<file path="src/source/uart_mmio_pkg.sv">
package uart_mmio_pkg;

    // one serial data byte
    typedef logic [7:0]  uart_byte_t;

    // host bus address and data word
    typedef logic [31:0] mmio_addr_t;
    typedef logic [31:0] mmio_data_t;

    // byte offset inside the 32-byte register window
    typedef logic [4:0]  reg_offset_t;

    // host request, held by the host until it sees mmio_done
    typedef struct packed {
        logic       read;
        logic       write;
        mmio_addr_t addr;
        mmio_data_t wdata;
    } mmio_req_t;

    // window covers 0xFFFF0160 to 0xFFFF017F
    localparam mmio_addr_t MMIO_UART_BASE = 32'hFFFF_0160;

    // bit 0 is rx fifo not empty, read only
    localparam reg_offset_t REG_RX_VALID = 5'h00;
    // a read pops one received byte
    localparam reg_offset_t REG_RX_DATA  = 5'h04;
    // a write pushes one byte for transmit
    localparam reg_offset_t REG_TX_DATA  = 5'h08;
    // bit 0 start, bit 1 tx fifo full (read only)
    localparam reg_offset_t REG_TX_CTRL  = 5'h0C;

    // transmit sequencer
    typedef enum logic [2:0] {
        IDLE,
        CHECK,
        POP,
        LAUNCH,
        WAIT
    } tx_seq_state_e;

    // fifos are held in clear this long after reset releases
    localparam int FIFO_RST_CYCLES = 32;

endpackage
</file>
<file path="src/source/mmio_uart.sv">
module mmio_uart #(
    parameter int CLKS_PER_BIT = 434,
    parameter int FIFO_DEPTH   = 16
) (
    input  logic                     sys_clk,
    input  logic                     rst_n,
    input  uart_mmio_pkg::mmio_req_t  mmio_req,
    output logic                     mmio_work,
    output logic                     mmio_done,
    output uart_mmio_pkg::mmio_data_t mmio_read_data,
    output logic                     uart_txd,
    input  logic                     uart_rxd
);

    localparam int RST_CW = $clog2(uart_mmio_pkg::FIFO_RST_CYCLES);

    uart_mmio_pkg::reg_offset_t offset;
    uart_mmio_pkg::mmio_data_t  read_mux;
    uart_mmio_pkg::uart_byte_t  tx_fifo_dout;
    uart_mmio_pkg::uart_byte_t  rx_fifo_dout;
    uart_mmio_pkg::uart_byte_t  tx_byte;
    uart_mmio_pkg::uart_byte_t  rx_byte;

    logic              access;
    logic              tx_start;
    logic              tx_fifo_wr;
    logic              tx_fifo_rd;
    logic              tx_fifo_full;
    logic              tx_fifo_empty;
    logic              rx_fifo_wr;
    logic              rx_fifo_rd;
    logic              rx_fifo_full;
    logic              rx_fifo_empty;
    logic              tx_en;
    logic              tx_busy;
    logic              rx_done;
    logic              rx_done_q;
    logic              fifo_clear;
    logic [RST_CW-1:0] rst_cnt;

    assign offset    = mmio_req.addr[4:0];
    assign mmio_work = (mmio_req.read || mmio_req.write) &&
                       (mmio_req.addr[31:5] == uart_mmio_pkg::MMIO_UART_BASE[31:5]);

    // the cycle that carries done is not a new access
    assign access = mmio_work && !mmio_done;

    assign tx_fifo_wr = access && mmio_req.write && (offset == uart_mmio_pkg::REG_TX_DATA);
    assign rx_fifo_rd = access && mmio_req.read && (offset == uart_mmio_pkg::REG_RX_DATA);

    always_ff @(posedge sys_clk) begin
        if (!rst_n) begin
            mmio_done <= 1'b0;
            tx_start  <= 1'b0;
        end else begin
            mmio_done <= access;
            if (access && mmio_req.write && offset == uart_mmio_pkg::REG_TX_CTRL) begin
                tx_start <= mmio_req.wdata[0];
            end else if (!mmio_work && !mmio_done && tx_start && tx_fifo_empty) begin
                tx_start <= 1'b0;
            end
        end
    end

    always_comb begin
        read_mux = '0;
        if (mmio_req.read) begin
            case (offset)
                uart_mmio_pkg::REG_RX_VALID: read_mux = {31'b0, !rx_fifo_empty};
                uart_mmio_pkg::REG_RX_DATA:  read_mux = rx_fifo_empty ? 32'b0 : {24'b0, rx_fifo_dout};
                uart_mmio_pkg::REG_TX_CTRL:  read_mux = {30'b0, tx_fifo_full, tx_start};
                default:                     read_mux = '0;
            endcase
        end
    end

    always_ff @(posedge sys_clk) begin
        if (access) begin
            mmio_read_data <= read_mux;
        end
    end

    byte_fifo #(
        .DEPTH (FIFO_DEPTH)
    ) tx_fifo (
        .sys_clk (sys_clk),
        .rst_n   (rst_n),
        .clear   (fifo_clear),
        .din     (mmio_req.wdata[7:0]),
        .wr_en   (tx_fifo_wr),
        .rd_en   (tx_fifo_rd),
        .dout    (tx_fifo_dout),
        .full    (tx_fifo_full),
        .empty   (tx_fifo_empty)
    );

    uart_tx_sequencer tx_seq (
        .sys_clk    (sys_clk),
        .rst_n      (rst_n),
        .start      (tx_start),
        .fifo_empty (tx_fifo_empty),
        .fifo_data  (tx_fifo_dout),
        .fifo_rd    (tx_fifo_rd),
        .tx_busy    (tx_busy),
        .tx_en      (tx_en),
        .tx_data    (tx_byte)
    );

    uart_send #(
        .CLKS_PER_BIT (CLKS_PER_BIT)
    ) uart_tx (
        .sys_clk (sys_clk),
        .rst_n   (rst_n),
        .tx_en   (tx_en),
        .tx_data (tx_byte),
        .busy    (tx_busy),
        .txd     (uart_txd)
    );

    uart_recv #(
        .CLKS_PER_BIT (CLKS_PER_BIT)
    ) uart_rx (
        .sys_clk (sys_clk),
        .rst_n   (rst_n),
        .rxd     (uart_rxd),
        .done    (rx_done),
        .data    (rx_byte)
    );

    // done is a level, push once on its rising edge
    always_ff @(posedge sys_clk) begin
        if (!rst_n) begin
            rx_done_q <= 1'b0;
        end else begin
            rx_done_q <= rx_done;
        end
    end

    assign rx_fifo_wr = rx_done && !rx_done_q && !rx_fifo_full;

    byte_fifo #(
        .DEPTH (FIFO_DEPTH)
    ) rx_fifo (
        .sys_clk (sys_clk),
        .rst_n   (rst_n),
        .clear   (fifo_clear),
        .din     (rx_byte),
        .wr_en   (rx_fifo_wr),
        .rd_en   (rx_fifo_rd),
        .dout    (rx_fifo_dout),
        .full    (rx_fifo_full),
        .empty   (rx_fifo_empty)
    );

    // fifo clear stays up for the first cycles after reset releases
    always_ff @(posedge sys_clk) begin
        if (!rst_n) begin
            fifo_clear <= 1'b1;
            rst_cnt    <= '0;
        end else if (fifo_clear) begin
            rst_cnt <= rst_cnt + 1'b1;
            if (rst_cnt == RST_CW'(uart_mmio_pkg::FIFO_RST_CYCLES - 1)) begin
                fifo_clear <= 1'b0;
            end
        end
    end

endmodule

</file>
<file path="src/source/uart_tx_sequencer.sv">
module uart_tx_sequencer (
    input  logic                    sys_clk,
    input  logic                    rst_n,
    input  logic                    start,
    input  logic                    fifo_empty,
    input  uart_mmio_pkg::uart_byte_t fifo_data,
    output logic                    fifo_rd,
    input  logic                    tx_busy,
    output logic                    tx_en,
    output uart_mmio_pkg::uart_byte_t tx_data
);

    uart_mmio_pkg::tx_seq_state_e state;
    uart_mmio_pkg::tx_seq_state_e state_nxt;

    always_comb begin
        state_nxt = state;
        case (state)
            uart_mmio_pkg::IDLE: begin
                if (start && !fifo_empty) begin
                    state_nxt = uart_mmio_pkg::CHECK;
                end
            end
            uart_mmio_pkg::CHECK: begin
                if (fifo_empty || !start) begin
                    state_nxt = uart_mmio_pkg::IDLE;
                end else if (!tx_busy) begin
                    state_nxt = uart_mmio_pkg::POP;
                end
            end
            uart_mmio_pkg::POP:    state_nxt = uart_mmio_pkg::LAUNCH;
            uart_mmio_pkg::LAUNCH: state_nxt = uart_mmio_pkg::WAIT;
            // busy is already up in the first wait cycle
            uart_mmio_pkg::WAIT: begin
                if (!tx_busy) begin
                    state_nxt = uart_mmio_pkg::CHECK;
                end
            end
            default: state_nxt = uart_mmio_pkg::IDLE;
        endcase
    end

    always_ff @(posedge sys_clk) begin
        if (!rst_n) begin
            state <= uart_mmio_pkg::IDLE;
        end else begin
            state <= state_nxt;
        end
    end

    assign fifo_rd = (state == uart_mmio_pkg::POP);
    assign tx_en   = (state == uart_mmio_pkg::LAUNCH);

    // head word is valid while popping, hold it for the serializer
    always_ff @(posedge sys_clk) begin
        if (fifo_rd) begin
            tx_data <= fifo_data;
        end
    end

endmodule

</file>
<file path="src/source/uart_recv.sv">
module uart_recv #(
    parameter int CLKS_PER_BIT = 434
) (
    input  logic                    sys_clk,
    input  logic                    rst_n,
    input  logic                    rxd,
    output logic                    done,
    output uart_mmio_pkg::uart_byte_t data
);

    localparam int CW = (CLKS_PER_BIT > 1) ? $clog2(CLKS_PER_BIT) : 1;

    typedef enum logic [1:0] {
        RX_IDLE,
        RX_START,
        RX_DATA,
        RX_STOP
    } rx_state_e;

    rx_state_e                 state;
    logic                      rxd_s1;
    logic                      rxd_s2;
    logic                      rxd_d;
    logic                      start_edge;
    logic [CW-1:0]             clk_cnt;
    logic [2:0]                bit_idx;
    logic                      bit_mid;
    uart_mmio_pkg::uart_byte_t shreg;

    // two-flop synchronizer plus one more for the edge
    always_ff @(posedge sys_clk) begin
        if (!rst_n) begin
            rxd_s1 <= 1'b1;
            rxd_s2 <= 1'b1;
            rxd_d  <= 1'b1;
        end else begin
            rxd_s1 <= rxd;
            rxd_s2 <= rxd_s1;
            rxd_d  <= rxd_s2;
        end
    end

    assign start_edge = rxd_d && !rxd_s2;
    assign bit_mid    = (clk_cnt == CW'(CLKS_PER_BIT - 1));

    always_ff @(posedge sys_clk) begin
        if (!rst_n) begin
            state   <= RX_IDLE;
            clk_cnt <= '0;
            bit_idx <= '0;
            done    <= 1'b0;
        end else begin
            clk_cnt <= clk_cnt + 1'b1;
            case (state)
                RX_IDLE: begin
                    clk_cnt <= '0;
                    if (start_edge) begin
                        state <= RX_START;
                        done  <= 1'b0;
                    end
                end
                // recheck the line at half a bit, a glitch goes back to idle
                RX_START: begin
                    if (clk_cnt == CW'(CLKS_PER_BIT / 2 - 1)) begin
                        clk_cnt <= '0;
                        bit_idx <= '0;
                        state   <= rxd_s2 ? RX_IDLE : RX_DATA;
                    end
                end
                RX_DATA: begin
                    if (bit_mid) begin
                        clk_cnt <= '0;
                        bit_idx <= bit_idx + 1'b1;
                        if (bit_idx == 3'd7) begin
                            state <= RX_STOP;
                        end
                    end
                end
                RX_STOP: begin
                    if (bit_mid) begin
                        state <= RX_IDLE;
                        done  <= rxd_s2;
                    end
                end
                default: state <= RX_IDLE;
            endcase
        end
    end

    always_ff @(posedge sys_clk) begin
        if (state == RX_DATA && bit_mid) begin
            shreg <= {rxd_s2, shreg[7:1]};
        end
        if (state == RX_STOP && bit_mid && rxd_s2) begin
            data <= shreg;
        end
    end

endmodule

</file>
<file path="src/source/uart_send.sv">
module uart_send #(
    parameter int CLKS_PER_BIT = 434
) (
    input  logic                    sys_clk,
    input  logic                    rst_n,
    input  logic                    tx_en,
    input  uart_mmio_pkg::uart_byte_t tx_data,
    output logic                    busy,
    output logic                    txd
);

    localparam int CW = (CLKS_PER_BIT > 1) ? $clog2(CLKS_PER_BIT) : 1;

    logic [CW-1:0] clk_cnt;
    // 0 is the start bit, 9 the stop bit
    logic [3:0]    bit_cnt;
    // remaining data bits with the stop bit on top
    logic [8:0]    shreg;
    logic          bit_end;

    assign bit_end = (clk_cnt == CW'(CLKS_PER_BIT - 1));

    always_ff @(posedge sys_clk) begin
        if (!rst_n) begin
            busy    <= 1'b0;
            txd     <= 1'b1;
            clk_cnt <= '0;
            bit_cnt <= '0;
        end else if (!busy) begin
            clk_cnt <= '0;
            bit_cnt <= '0;
            if (tx_en) begin
                busy <= 1'b1;
                txd  <= 1'b0;
            end
        end else if (bit_end) begin
            clk_cnt <= '0;
            if (bit_cnt == 4'd9) begin
                busy <= 1'b0;
            end else begin
                bit_cnt <= bit_cnt + 1'b1;
                txd     <= shreg[0];
            end
        end else begin
            clk_cnt <= clk_cnt + 1'b1;
        end
    end

    // lsb goes out first, ones shift in behind it
    always_ff @(posedge sys_clk) begin
        if (!busy && tx_en) begin
            shreg <= {1'b1, tx_data};
        end else if (busy && bit_end) begin
            shreg <= {1'b1, shreg[8:1]};
        end
    end

endmodule

</file>
<file path="src/source/byte_fifo.sv">
module byte_fifo #(
    parameter int DEPTH = 16
) (
    input  logic                    sys_clk,
    input  logic                    rst_n,
    input  logic                    clear,
    input  uart_mmio_pkg::uart_byte_t din,
    input  logic                    wr_en,
    input  logic                    rd_en,
    output uart_mmio_pkg::uart_byte_t dout,
    output logic                    full,
    output logic                    empty
);

    localparam int AW = (DEPTH > 1) ? $clog2(DEPTH) : 1;

    uart_mmio_pkg::uart_byte_t mem [DEPTH];

    // extra msb tells a full buffer from an empty one
    logic [AW:0] wr_ptr;
    logic [AW:0] rd_ptr;

    logic do_write;
    logic do_read;

    assign empty = (wr_ptr == rd_ptr);
    assign full  = (wr_ptr[AW] != rd_ptr[AW]) && (wr_ptr[AW-1:0] == rd_ptr[AW-1:0]);

    assign do_write = wr_en && !full;
    assign do_read  = rd_en && !empty;

    // head word is visible without a read
    assign dout = mem[rd_ptr[AW-1:0]];

    always_ff @(posedge sys_clk) begin
        if (do_write) begin
            mem[wr_ptr[AW-1:0]] <= din;
        end
    end

    always_ff @(posedge sys_clk) begin
        if (!rst_n || clear) begin
            wr_ptr <= '0;
            rd_ptr <= '0;
        end else begin
            if (do_write) begin
                wr_ptr <= wr_ptr + 1'b1;
            end
            if (do_read) begin
                rd_ptr <= rd_ptr + 1'b1;
            end
        end
    end

endmodule

</file>
<file path="config.mk">
export PLATFORM = sky130hd
export DESIGN_NAME = mmio_uart
export DESIGN_NICKNAME = d
export VERILOG_FILES = /design/src/source/uart_mmio_pkg.sv /design/src/source/mmio_uart.sv /design/src/source/uart_tx_sequencer.sv /design/src/source/uart_recv.sv /design/src/source/uart_send.sv /design/src/source/byte_fifo.sv
export SDC_FILE = /design/constraint.sdc
export NUM_CORES = 1
export LEC_CHECK = 0
export ABC_AREA = 1
export BUFFER_PORTS_ARGS = -buffer_cell sky130_fd_sc_hd__buf_2
export CAP_MARGIN = 25
export CORE_MARGIN = 2
export CORE_UTILIZATION = 33
export DETAILED_ROUTE_END_ITERATION = 7
export PLACE_DENSITY = 0.48
export SETUP_SLACK_MARGIN = 0.05
export SLEW_MARGIN = 0
export SYNTH_ARGS = -nofsm -noshare
export SYNTH_HDL_FRONTEND = slang
export SYNTH_HIERARCHICAL = 1
export SYNTH_SLANG_ARGS = --single-unit
</file>
<file path="constraint.sdc">
create_clock -name sys_clk -period 4.9 [get_ports sys_clk]
set_input_delay 0.49 -clock sys_clk [delete_from_list [all_inputs] [get_ports sys_clk]]
set_output_delay 0.49 -clock sys_clk [all_outputs]
set_load 0.02 [all_outputs]
</file>
== Yosys cells after proc, flatten, opt, wreduce, memory -nomap -nowiden ==
Memories as Yosys holds them, arrays and structs flattened. A register that Yosys moved wholly into a read port is not among the register bits.
Cells that the tools add are included.

* Flip-flop bits (word level): 121
* Memory bits (writable): 256
* Memories kept: 2

* Add/sub/neg operators: 9
* Eq/ne operators: 33
* Mux-type cells: 43
* Bitwise gates (word level): 3
* Reduce and logical (&&, ||, !) cells: 55

{| class="wikitable"
|+ Memory list
! name !! words !! bits a word !! read ports !! clocked after memory_dff !! write ports !! line !! text
|-
| rx_fifo.mem || 16 || 8 || 1 || 1 || 1 || byte_fifo.sv:17 || <nowiki>uart_mmio_pkg::uart_byte_t mem [DEPTH];</nowiki>
|-
| tx_fifo.mem || 16 || 8 || 1 || 1 || 1 || byte_fifo.sv:17 ||
|}

{| class="wikitable"
|+ Operators with widths
! kind !! number
|-
| 27-bit equality test (second input constant) || 1
|-
| 9-bit case mux with 3 select lines || 1
|-
| 5-bit by 1-bit adder with 5-bit output (second input constant) || 5
|-
| 1-bit logical AND || 25
|-
| 8-bit 2-to-1 mux || 3
|-
| 8-bit case mux with 3 select lines || 1
|-
| 9-bit by 1-bit adder with 9-bit output (second input constant) || 2
|-
| 9-bit equality test (second input constant) || 2
|-
| 1-bit 2-to-1 mux || 18
|-
| 3-bit 2-to-1 mux || 6
|-
| 9-bit 2-to-1 mux || 2
|-
| 3-bit case mux with 5 select lines || 1
|-
| 2-bit 2-to-1 mux || 6
|-
| 2-bit by 1-bit inequality test with 1-bit output (second input constant) || 6
|-
| 3-bit AND reduction || 4
|-
| 1-bit logical NOT || 11
|-
| 5-bit by 4-bit equality test with 1-bit output (second input constant) || 2
|-
| 5-bit equality test || 2
|-
| 2-bit nonzero test || 5
|-
| 9-bit by 8-bit equality test with 1-bit output (second input constant) || 1
|-
| 4-bit equality test || 2
|-
| 4-bit 2-to-1 mux || 2
|-
| 2-bit case mux with 4 select lines || 1
|-
| 3-bit by 2-bit equality test with 1-bit output (second input constant) || 2
|-
| other kinds (22) || 32
|}

== Depth between registers and ports, before layout ==
Gate-level depths: netlist (run 1).

* Depth after elaboration: 8
* Depth in mapped cells: 14

== Hierarchy ==
The synthesis (run 1) kept the hierarchy.

{| class="wikitable"
|+ Modules (own cells, without submodules)
! module !! instances !! cells each !! area an instance (sq um) !! seq. area each (sq um)
|-
| byte_fifo || 2 || 540 || 6,085.8 || 4,124.0
|-
| uart_recv || 1 || 146 || 1,401.3 || 840.8
|-
| uart_send || 1 || 144 || 1,141.1 || 540.5
|-
| mmio_uart || 1 || 153 || 1,104.8 || 420.4
|-
| uart_tx_sequencer || 1 || 41 || 437.9 || 300.3
|}

== Worst setup path before layout (run 1) ==
Ideal clock, no wire load.

* Path kind: in2reg
* From: input mmio_req[41] (netlist name)
* To: memory tx_fifo/mem[7][0] (netlist name) (enable)
* Arrival time: 2.331 ns
* Data required time: 4.517 ns
* Slack: 2.186 ns
* Cell stages on the path: 9
* Cells stage by stage: inv_1 nand2_1 nor2_1 nand2_1 nor2_2 nand3_2 nor3_1 nand2_1 nor3_1

* Word-level cells in the longest chain between the ends: 8

{| class="wikitable"
|+ RTL lines
! what !! line !! text
|-
| from (decl) || mmio_uart.sv:7 || <nowiki>input uart_mmio_pkg::mmio_req_t mmio_req,</nowiki>
|-
| 27-bit equality test || mmio_uart.sv:43 || <nowiki>(mmio_req.addr[31:5] == uart_mmio_pkg::MMIO_UART_BASE[31:5]);</nowiki>
|-
| 1-bit logical AND || mmio_uart.sv:42 || <nowiki>assign mmio_work = (mmio_req.read || mmio_req.write) &&</nowiki>
|-
| 1-bit logical AND || mmio_uart.sv:46 || <nowiki>assign access = mmio_work && !mmio_done;</nowiki>
|-
| 1-bit logical AND (2 in series) || mmio_uart.sv:48 || <nowiki>assign tx_fifo_wr = access && mmio_req.write && (offset == uart_mmio_pkg::REG_TX_DATA);</nowiki>
|-
| via tx_fifo_wr || mmio_uart.sv:26 || <nowiki>logic tx_fifo_wr;</nowiki>
|-
| 1-bit logical AND || byte_fifo.sv:29 || <nowiki>assign do_write = wr_en && !full;</nowiki>
|-
| 1-bit 2-to-1 mux || byte_fifo.sv:36 || <nowiki>if (do_write) begin</nowiki>
|-
| 1-bit 2-to-1 mux (implied by the code) || byte_fifo.sv:37 || <nowiki>mem[wr_ptr[AW-1:0]] <= din;</nowiki>
|-
| to (decl) || byte_fifo.sv:17 ||
|}

The timed path passes the listed nets, and every way through them passes these cells.

== Worst setup path after layout (run 1) ==
* From: register rx_fifo.wr_ptr[1]
* To: memory rx_fifo/mem[3][0] (netlist name) (enable)

* Word-level cells in the longest chain between the ends: 7

{| class="wikitable"
|+ RTL lines
! what !! line !! text
|-
| from (decl) || byte_fifo.sv:20 || <nowiki>logic [AW:0] wr_ptr;</nowiki>
|-
| from (signal assigned) || byte_fifo.sv:47 || <nowiki>wr_ptr <= wr_ptr + 1'b1;</nowiki>
|-
| 4-bit equality test || byte_fifo.sv:27 || <nowiki>assign full = (wr_ptr[AW] != rd_ptr[AW]) && (wr_ptr[AW-1:0] == rd_ptr[AW-1:0]);</nowiki>
|-
| 1-bit logical AND || byte_fifo.sv:27 ||
|-
| via rx_fifo_full || mmio_uart.sv:32 || <nowiki>logic rx_fifo_full;</nowiki>
|-
| 1-bit logical NOT || mmio_uart.sv:139 || <nowiki>assign rx_fifo_wr = rx_done && !rx_done_q && !rx_fifo_full;</nowiki>
|-
| 1-bit logical AND || mmio_uart.sv:139 ||
|-
| via rx_fifo_wr || mmio_uart.sv:30 || <nowiki>logic rx_fifo_wr;</nowiki>
|-
| 1-bit logical AND || byte_fifo.sv:29 ||
|-
| 1-bit 2-to-1 mux || byte_fifo.sv:36 ||
|-
| 1-bit 2-to-1 mux (implied by the code) || byte_fifo.sv:37 ||
|-
| to (decl) || byte_fifo.sv:17 ||
|}

The timed path passes the listed nets, and every way through them passes these cells.

==> flow_metrics.env, run 1 <==
export IMPL_outcome="finished clean"
export IMPL_drc=0
export IMPL_peakVddDrop_uv=208
export IMPL_insertedDiodeCount=0
export IMPL_synthDominantCellAreaShare=0.547
export IMPL_design_die_area_um2=51100
export IMPL_busiest_layer="met2"
export IMPL_fillCellCount=4802
export IMPL_antenna_found_initial=0
export IMPL_final_setup_viol_count=0
export IMPL_synth_edf_count=296
export IMPL_finalCritPeriodShare=0.661
export IMPL_grt_usage=0.140
export IMPL_synth_seq_area_share=0.637
export IMPL_cts_buffers=42
export IMPL_row_count=81
export IMPL_synth_cells=1564
export IMPL_placed_cells=2241
export IMPL_die_h_um=226
export IMPL_crit_fanout=10
export IMPL_cpMaxStageDelayCell="nor3_2"
export IMPL_postLayoutCoreUtil=0.380
export IMPL_drtIter0Drc=651
export IMPL_hpwlAfterDp_mm=22.5
export IMPL_ys_seq_elements=369
export IMPL_post_cts_resized=0
export IMPL_rsz0062_at_grt="false"
export IMPL_dr_pass1_iters=5
export IMPL_crit_buf_inv=2
export IMPL_clk_latency_ns=0.56
export IMPL_power_per_cell_area_nw_per_um2=354
export IMPL_synth_most_common_cell="edfxtp_1"
export IMPL_finalClockSkew_ns=0.0173
export IMPL_syn_avg_cell_area_um2=10.4
export IMPL_cpLargestDelayFamily="simple AND/OR/NAND/NOR gates"
export IMPL_clock_fmax_mhz=309
export IMPL_maxCapViolations=0
export IMPL_grt_use_met1=0.189
export IMPL_viasPerCell=4.55
export IMPL_syn_area_um2=16300
export IMPL_min_path_type="in2reg"
export IMPL_io_pin_count=104
export IMPL_stdcell_count=2318
export IMPL_tightestPinTransition_ns=0.992
export IMPL_cts_sink_count=369
export IMPL_cpMostUsedCell="nand2_1"
export IMPL_grtUsageMet2=0.225
export IMPL_wl_mm=35.5
export IMPL_area_growth_pct=13.9
export IMPL_yosysWarnings=6
export IMPL_slowest_delay_ns=0.79
export IMPL_place_gp_congestion=0.762
export IMPL_setup_ws_ns=1.66
export IMPL_synthTopCellsByCount="296 x edfxtp_1, 256 x nand2_1, 234 x inv_1"
export IMPL_slew_viol_final=0
export IMPL_dr_total_vias=10500
export IMPL_drive_above_1_share=0.131
export IMPL_postCtsHoldBufs=0
export IMPL_slew_limit_headroom=0.339
export IMPL_synth_main_ff_cell="edfxtp_1"
export IMPL_leakagePower_nw=6.83
export IMPL_start_util=0.333
export IMPL_worstSetupEndpointType="flop"
export IMPL_drt_wirelength_per_cell_um=15.3
export IMPL_final_antenna_net_count=0
export IMPL_cp_arrival_ns=3.42
export IMPL_clkTransAtPathRegs_ns=0.06
export IMPL_grt_pass1_vias=9849
export IMPL_synth_cell_types=43
export IMPL_crit_chain="inv_1 -> nand2_1 -> nand2_1 -> nor2_4 -> nand3_4 -> inv_1 -> nor3b_1 -> nand2_1 -> nor3_2"
export IMPL_clock_path_buffers=3
export IMPL_port_buffers=55
export IMPL_pre_cts_slack_ns=1.45
export IMPL_cp_required_ns=5.09
export IMPL_postCtsSetupBuffers=0
export IMPL_period_needed_ns=3.24
export IMPL_tns_ns=0
export IMPL_grt_remaining_overflow=0
export IMPL_cts_tree="done"
export IMPL_cts_root_buffer="clkbuf_16"
export IMPL_use_met3=0.0252
export IMPL_grt_max_degree=110
export IMPL_grt_pass1_wl_mm=54.8
export IMPL_core_area_um2=48700
export IMPL_hold_viol_final=0
export IMPL_synthArstFlopShare=0
export IMPL_h_tree_depth=2
export IMPL_synth_area_leaders="edfxtp_1 55%, dfxtp_1 9.0%, nand2_1 5.9%"
export IMPL_nNetsFinal=1713
export IMPL_yosys_area_top_type="edfxtp_1"
export IMPL_path_class="reg2reg"
export IMPL_start_kind="flop"
export IMPL_die_width_um=226
report_power, final:
part / leakage, nW / switching, W / internal, W
registers: 3.27 / 0.00000428 / 0.00336
logic: 2.88 / 0.0000746 / 0.0000261
clock network: 0.674 / 0.00125 / 0.00185
flip-flops by register name, indices dropped and copies added (netlist names), 9 cells and up, named ones only:
register and flops:
rx_fifo/mem 128, tx_fifo/mem 128, uart_rx/clk_cnt 9, uart_tx/clk_cnt 9
worst min-delay path: stages:
cell and delay (ns):
buf_2 0.07, inv_1 0.05, nand2_1 0.05
cell families after synthesis:
logic type / after synthesis / share of synthesized area
flops: 369 / 0.637
buf+inv: 325 / 0.0840
other cells: 1 / 0.000231
fa+ha+maj: 21 / 0.0162
compound gates: 243 / 0.0857
xor+xnor: 8 / 0.00523
simple gates: 597 / 0.172
through the flow:
stage / instance area (um^2) / hold WS, ns / total power [W]
final: 18500 / 0.134 / 0.00656
after global routing: 18500 / 0.137 / 0.00679
after CTS: 18500 / 0.117 / 0.00667
after detailed placement: 17100 / 0.390 / 0.00353
after global placement: 17100 / 0.390 / 0.00353
after floorplan: 16300 / 0.380 / 0.00350
layout make-up:
type                            instances  area [um^2]  area share
Multi-Input combinational cell        893         4640       0.250
Sequential cell                       369        10400       0.559
Clock inverter                         22          231      0.0125
Tap cell                              664          831      0.0449
Clock buffer                           53         1130      0.0611
Timing Repair Buffer                   67          380      0.0205
Inverter                              250          946      0.0511
path summary, 6_finish.rpt:
kind | slack [ns] | to | start | cells after the start
setup / recovery | 1.66 | rx_fifo/mem[3][0]$_DFFE_PP_ | rx_fifo/wr_ptr[1]$_SDFFE_PP0P_ | 9
hold / removal | 0.13 | uart_rx/rxd_s1$_SDFF_PN1_ | uart_rxd | 3
setup reg to reg | 1.66 | rx_fifo/mem[3][0]$_DFFE_PP_ | rx_fifo/wr_ptr[1]$_SDFFE_PP0P_ | 9
hold reg to reg | 0.40 | uart_rx/rxd_s2$_SDFF_PN1_ | uart_rx/rxd_s1$_SDFF_PN1_ | 2
metal layers:
metal | up-vias | wire (um)
li1 | 5335 | -
met1 | 4965 | 16900
met2 | 182 | 16300
met3 | 55 | 1390
met4 | 0 | 940
met5 | - | 0
placed cells by master (no fill, tap or decap), types with 4 or more instances in the layout:
master	count
inv_2	12
clkbuf_1	7
ha_1	21
nor3_2	4
dfxtp_1	69
nor2_4	9
nand2_4	9
o21ai_0	74
nand2_1	256
nand3_2	6
conb_1	24
clkinv_2	13
bufinv_16	4
nor2_1	113
nand4_1	8
buf_4	9
a21oi_1	98
clkbuf_16	42
inv_1	234
nand3_4	4
clkbuf_8	4
nor3_1	14
nand2_2	11
xor2_1	4
buf_2	57
o211ai_1	64
nand3_1	143
nor2_2	13
edfxtp_1	296
(Power assumes the default switching activity.)
==> run 2, diff against run 1 <==
Clock period 4.9 ns to 3 ns, I/O delays scaled along.
==> run 2 against run 1 <==
Non-clock buffer count up 37. Worst hold slack got worse by 0.093 ns. Wire length increased by 0.38%.
==> flow_metrics.env, run 2 (synthesized netlist as in run 1, its figures left out) <==
export IMPL_antenna_found_initial=0
export IMPL_h_tree_depth=2
export IMPL_grt_pass1_vias=10000
export IMPL_power_per_cell_area_nw_per_um2=581
export IMPL_post_cts_resized=0
export IMPL_die_width_um=226
export IMPL_multiInputGateArea_um2=4630
export IMPL_cts_buffers=42
export IMPL_outcome="finished clean"
export IMPL_cp_arrival_ns=2.56
export IMPL_area_growth_pct=15.9
export IMPL_reg2reg_from="rx_fifo/wr_ptr[1]$_SDFFE_PP0P_"
export IMPL_drtIter0Drc=772
export IMPL_tns_ns=0
export IMPL_final_antenna_net_count=0
export IMPL_r2r_cells=13
export IMPL_use_met3=0.0234
export IMPL_crit_fanout=10
export IMPL_wl_mm=35.6
export IMPL_min_path_type="in2reg"
export IMPL_finalClockSkew_ns=0.00885
export IMPL_period_needed_ns=2.31
export IMPL_dr_total_vias=10600
export IMPL_slew_limit_headroom=0.496
export IMPL_postCtsSetupBuffers=0
export IMPL_insertedDiodeCount=0
export IMPL_grt_pass1_wl_mm=55.9
export IMPL_viasPerCell=4.51
export IMPL_leakagePower_nw=7.04
export IMPL_core_area_um2=48700
export IMPL_crit_path_end="rx_fifo/mem[8][2]$_DFFE_PP_"
export IMPL_port_buffers=55
export IMPL_start_kind="flop"
export IMPL_clkTransAtPathRegs_ns=0.05
export IMPL_row_count=81
export IMPL_dr_pass1_iters=5
export IMPL_final_cell_mix="296 x edfxtp_1, 256 x nand2_1, 234 x inv_1, 143 x nand3_1, 113 x nor2_1"
export IMPL_slew_viol_final=0
export IMPL_clock_fmax_mhz=433
export IMPL_cp_required_ns=3.25
export IMPL_final_setup_viol_count=0
export IMPL_grtUsageMet2=0.225
export IMPL_grt_usage=0.142
export IMPL_die_h_um=226
export IMPL_drt_wirelength_per_cell_um=15.1
export IMPL_busiest_layer="met2"
export IMPL_seqCellArea_um2=10400
export IMPL_drc=0
export IMPL_hold_viol_final=0
export IMPL_drive_above_1_share=0.146
export IMPL_rsz0062_at_grt="false"
export IMPL_nNetsFinal=1750
export IMPL_grt_use_met1=0.197
export IMPL_design_die_area_um2=51100
export IMPL_reg2reg_slack_ns=0.69
export IMPL_finalCritPeriodShare=0.770
export IMPL_cts_root_buffer="clkbuf_16"
export IMPL_maxCapViolations=0
export IMPL_layout_commonest_cell="edfxtp_1"
export IMPL_hpwlAfterDp_mm=23.3
export IMPL_whs_ns=0.0414
export IMPL_cts_sink_count=369
export IMPL_cts_tree="done"
export IMPL_io_pin_count=104
export IMPL_start_util=0.333
export IMPL_worstSetupStartpoint="rx_fifo/wr_ptr[1]$_SDFFE_PP0P_"
export IMPL_clock_path_buffers=3
export IMPL_tightestPinTransition_ns=0.756
export IMPL_grt_remaining_overflow=0
export IMPL_place_gp_congestion=0.786
export IMPL_r2r_end="rx_fifo/mem[8][2]$_DFFE_PP_"
export IMPL_peakVddDrop_uv=309
export IMPL_fillCellCount=4823
export IMPL_clk_latency_ns=0.55
export IMPL_worstSetupEndpointType="flop"
export IMPL_path_class="reg2reg"
export IMPL_grt_max_degree=63
==> run 2: changes by cell type in the layout (fill, tap and decap cells not counted), moves of 2 or more <==
cell,change
bufinv_16,+3
buf_4,+37
buf_12,+2
clkinv_1,+2
buf_2,-2
nor3_2,-2
inv_4,+2
clkbuf_8,-4
clkinv_2,-6
nor3_1,+2
==> run 2: cell type report <==
cell class | instances | area share
Clock buffer | 51 | 0.0587
Inverter | 250 | 0.0502
Multi-Input combinational cell | 893 | 0.246
Timing Repair Buffer | 104 | 0.0356
Tap cell | 664 | 0.0441
Sequential cell | 369 | 0.550
Clock inverter | 23 | 0.0161
==> run 2: repair_timing <==
action	CTS	global route
hold buffers	1	0
hold endpoints to repair	1	0
setup endpoints to repair	0	0
==> run 2: power breakdown <==
part           internal, W  switching [W]
clock network      0.00323        0.00205
registers          0.00549     0.00000683
logic            0.0000458       0.000122
==> run 2: metal layers <==
metal  share of wire  wire length, um
met1            0.48            17100
met2            0.45            16200
met3           0.043             1520
met4           0.022              791
met5               0                0
==> run 2: per-stage QoR <==
stage	worst slack (ns)	instance area, um^2	util	total power [W]	std cells
finish	0.689	18800	0.387	0.0109	2354
detailed placement	0.548	17400	0.357	0.00578	2279
floorplan	0.293	16300	-	0.00571	1587
global route	0.486	18800	0.387	0.0113	2354
CTS	0.664	18800	0.387	0.0111	2354
global placement	0.540	17400	0.357	0.00577	2279
==> run 2: critical path: stages, from the launching register on <==
cell     delay [ns]
dfxtp_1        0.37
inv_1          0.13
nand2_1        0.06
nand2_1        0.10
nor2_4         0.06
nand3_4        0.14
inv_1          0.12
nor3b_1        0.25
buf_4          0.20
nand2_4        0.06
inv_4          0.12
nand2_4        0.09
nor2_1         0.11
buf_4          0.20
==> run 2: how the worst min path moves through the flow <==
stage | start | end | slack (ns) | depth (start not counted)
2_1_floorplan | rst_n | fifo_clear$_SDFF_PN1_ | 0.38 | 1
4_1_cts | rst_n | fifo_clear$_SDFF_PN1_ | 0.01 | 2
6_report | rst_n | fifo_clear$_SDFF_PN1_ | 0.04 | 2
5_1_grt | rst_n | fifo_clear$_SDFF_PN1_ | 0.05 | 2
3_5_place_dp | uart_rx/shreg[0]$_DFFE_PP_ | uart_rx/data[0]$_DFFE_PP_ | 0.41 | 0
3_3_place_gp | uart_rx/rxd_s1$_SDFF_PN1_ | uart_rx/rxd_s2$_SDFF_PN1_ | 0.40 | 2
==> run 3, diff against run 2 <==
Settings changed: PLACE_DENSITY 0.48 to 0.49.
Clock period 3 ns to 1.9 ns, I/O delays scaled along.
==> run 3 against run 2 <==
Non-clock buffer count increased by 48. Wire length fell by 0.54%. Maximum frequency rose by 24%. Critical path type unchanged. Highest routed layer unchanged.
==> flow_metrics.env, run 3 (synthesized netlist as in run 1, its figures left out) <==
export IMPL_io_pin_count=104
export IMPL_placed_cells=2322
export IMPL_start_kind="flop"
export IMPL_cp_required_ns=2.11
export IMPL_reg2reg_from="rx_fifo/rd_ptr[1]$_SDFFE_PP0P_"
export IMPL_worstSetupStartpoint="rx_fifo/rd_ptr[1]$_SDFFE_PP0P_"
export IMPL_cpMostUsedCell="nor2_4"
export IMPL_tightestPinTransition_ns=0.651
export IMPL_place_gp_congestion=0.785
export IMPL_layout_commonest_cell="edfxtp_1"
export IMPL_rsz0062_at_grt="true"
export IMPL_die_h_um=226
export IMPL_postLayoutCoreUtil=0.402
export IMPL_grt_pass1_wl_mm=55.9
export IMPL_core_area_um2=48700
export IMPL_drtIter0Drc=582
export IMPL_area_growth_pct=20.6
export IMPL_port_buffers=55
export IMPL_grt_remaining_overflow=0
export IMPL_cts_buffers=41
export IMPL_cts_sink_count=369
export IMPL_cp_arrival_ns=2.08
export IMPL_worst_hold_startpoint="mmio_req[0]"
export IMPL_cpMaxStageDelayCell="dfxtp_2"
export IMPL_clkTransAtPathRegs_ns=0.06
export IMPL_min_path_type="in2reg"
export IMPL_grt_max_degree=65
export IMPL_start_util=0.333
export IMPL_leakagePower_nw=7.23
export IMPL_slew_viol_final=0
export IMPL_power_per_cell_area_nw_per_um2=844
export IMPL_maxCapViolations=0
export IMPL_slew_limit_headroom=0.566
export IMPL_cts_tree="done"
export IMPL_finalClockSkew_ns=0.0163
export IMPL_grt_usage=0.141
export IMPL_die_width_um=226
export IMPL_final_cell_mix="296 x edfxtp_1, 251 x nand2_1, 225 x inv_1, 142 x nand3_1, 98 x a21oi_1"
export IMPL_period_needed_ns=1.87
export IMPL_antenna_found_initial=0
export IMPL_hold_viol_final=0
export IMPL_grt_pass1_vias=10300
export IMPL_row_count=81
export IMPL_drt_wirelength_per_cell_um=14.8
export IMPL_whs_ns=0.0313
export IMPL_outcome="finished clean"
export IMPL_wl_mm=35.4
export IMPL_insertedDiodeCount=0
export IMPL_crit_chain="inv_1 -> nand2_1 -> nand2_2 -> nor2_4 -> nand3_4 -> inv_4 -> nor3b_4 -> nand2_4 -> clkinv_8 -> nand2_8 -> nor2_4"
export IMPL_clock_path_buffers=3
export IMPL_slowest_delay_ns=0.32
export IMPL_nNetsFinal=1797
export IMPL_clock_fmax_mhz=536
export IMPL_peakVddDrop_uv=499
export IMPL_final_setup_viol_count=0
export IMPL_viasPerCell=4.49
export IMPL_crit_fanout=8
export IMPL_hpwlAfterDp_mm=24.1
export IMPL_finalCritPeriodShare=0.982
export IMPL_final_antenna_net_count=0
export IMPL_drc=0
export IMPL_h_tree_depth=2
export IMPL_drive_above_1_share=0.197
export IMPL_dr_total_vias=10800
export IMPL_cts_root_buffer="clkbuf_16"
export IMPL_fillCellCount=4754
export IMPL_design_die_area_um2=51100
export IMPL_path_class="reg2reg"
export IMPL_stdcell_count=2399
export IMPL_worstSetupEndpointType="flop"
export IMPL_clk_latency_ns=0.55
export IMPL_dr_pass1_iters=5
## run 3: cell types whose count changed in the layout (fill, tap and decap cells not counted), sizes merged
cell / previous run / this run
bufinv: 7 / 4
clkinv: 12 / 18
inv: 252 / 245
clkbuf: 51 / 50
buf: 103 / 151
clkinvlp: 2 / 4
## run 3: worst paths after layout
kind                                                     end  slack [ns]  depth (start not counted)
worst max-delay path             rx_fifo/mem[4][4]$_DFFE_PP_        0.03                         11
worst min-delay path            tx_fifo/mem[13][0]$_DFFE_PP_        0.03                          1
worst max register to register   rx_fifo/mem[4][4]$_DFFE_PP_        0.03                         11
worst min register to register     uart_rx/rxd_s2$_SDFF_PN1_        0.40                          2
## run 3: what timing repair did
item | 4_1_cts | 5_1_grt
hold endpoints to repair | 1 | 0
buffers inserted | 5 | 0
gates resized for setup | 22 | 12
hold buffers | 1 | 0
pin swaps | 12 | 10
setup endpoints to repair | 129 | 130
## run 3: critical path, delay by kind of cell (launching register included)
family	cells	cell delay, ns
buf+inv	3	0.20
flops	1	0.32
simple gates	8	1.00
## run 3: cell type report
| type | count | area, um^2 | share of cell area |
|---|---|---|---|
| Tap cell | 664 | 831 | 0.0424 |
| Multi-Input combinational cell | 893 | 4890 | 0.250 |
| Clock buffer | 50 | 1060 | 0.0541 |
| Clock inverter | 21 | 200 | 0.0102 |
| Timing Repair Buffer | 152 | 1270 | 0.0649 |
| Sequential cell | 369 | 10400 | 0.529 |
| Inverter | 250 | 970 | 0.0495 |
## run 3: metal layers
metal  wire length (um)  share of wire  track usage
met1              16800           0.48        0.194
met2              16200           0.46        0.227
met3               1460          0.041       0.0241
met4                906          0.026       0.0449
met5                  0              0            0
## run 3: power breakdown
part | switching, W | total [W] | internal (W) | leakage (nW)
Combinational | 0.000201 | 0.000283 | 0.0000816 | 3.35
Sequential | 0.0000111 | 0.00868 | 0.00867 | 3.28
Clock | 0.00310 | 0.00758 | 0.00449 | 0.604
Total | 0.00331 | 0.0165 | 0.0132 | 7.23
## run 3: metrics by stage
step                area [um^2]  TNS (ns)  setup WS, ns  total power (W)
CTS                       19600   -0.0936      -0.00650           0.0168
global route              19600     -5.47       -0.0779           0.0171
global placement          18200    -16.56        -0.148          0.00913
floorplan                 16600    -27.84        -0.226          0.00902
detailed placement        18200    -27.39        -0.191          0.00913
finish                    19600         0        0.0335           0.0165
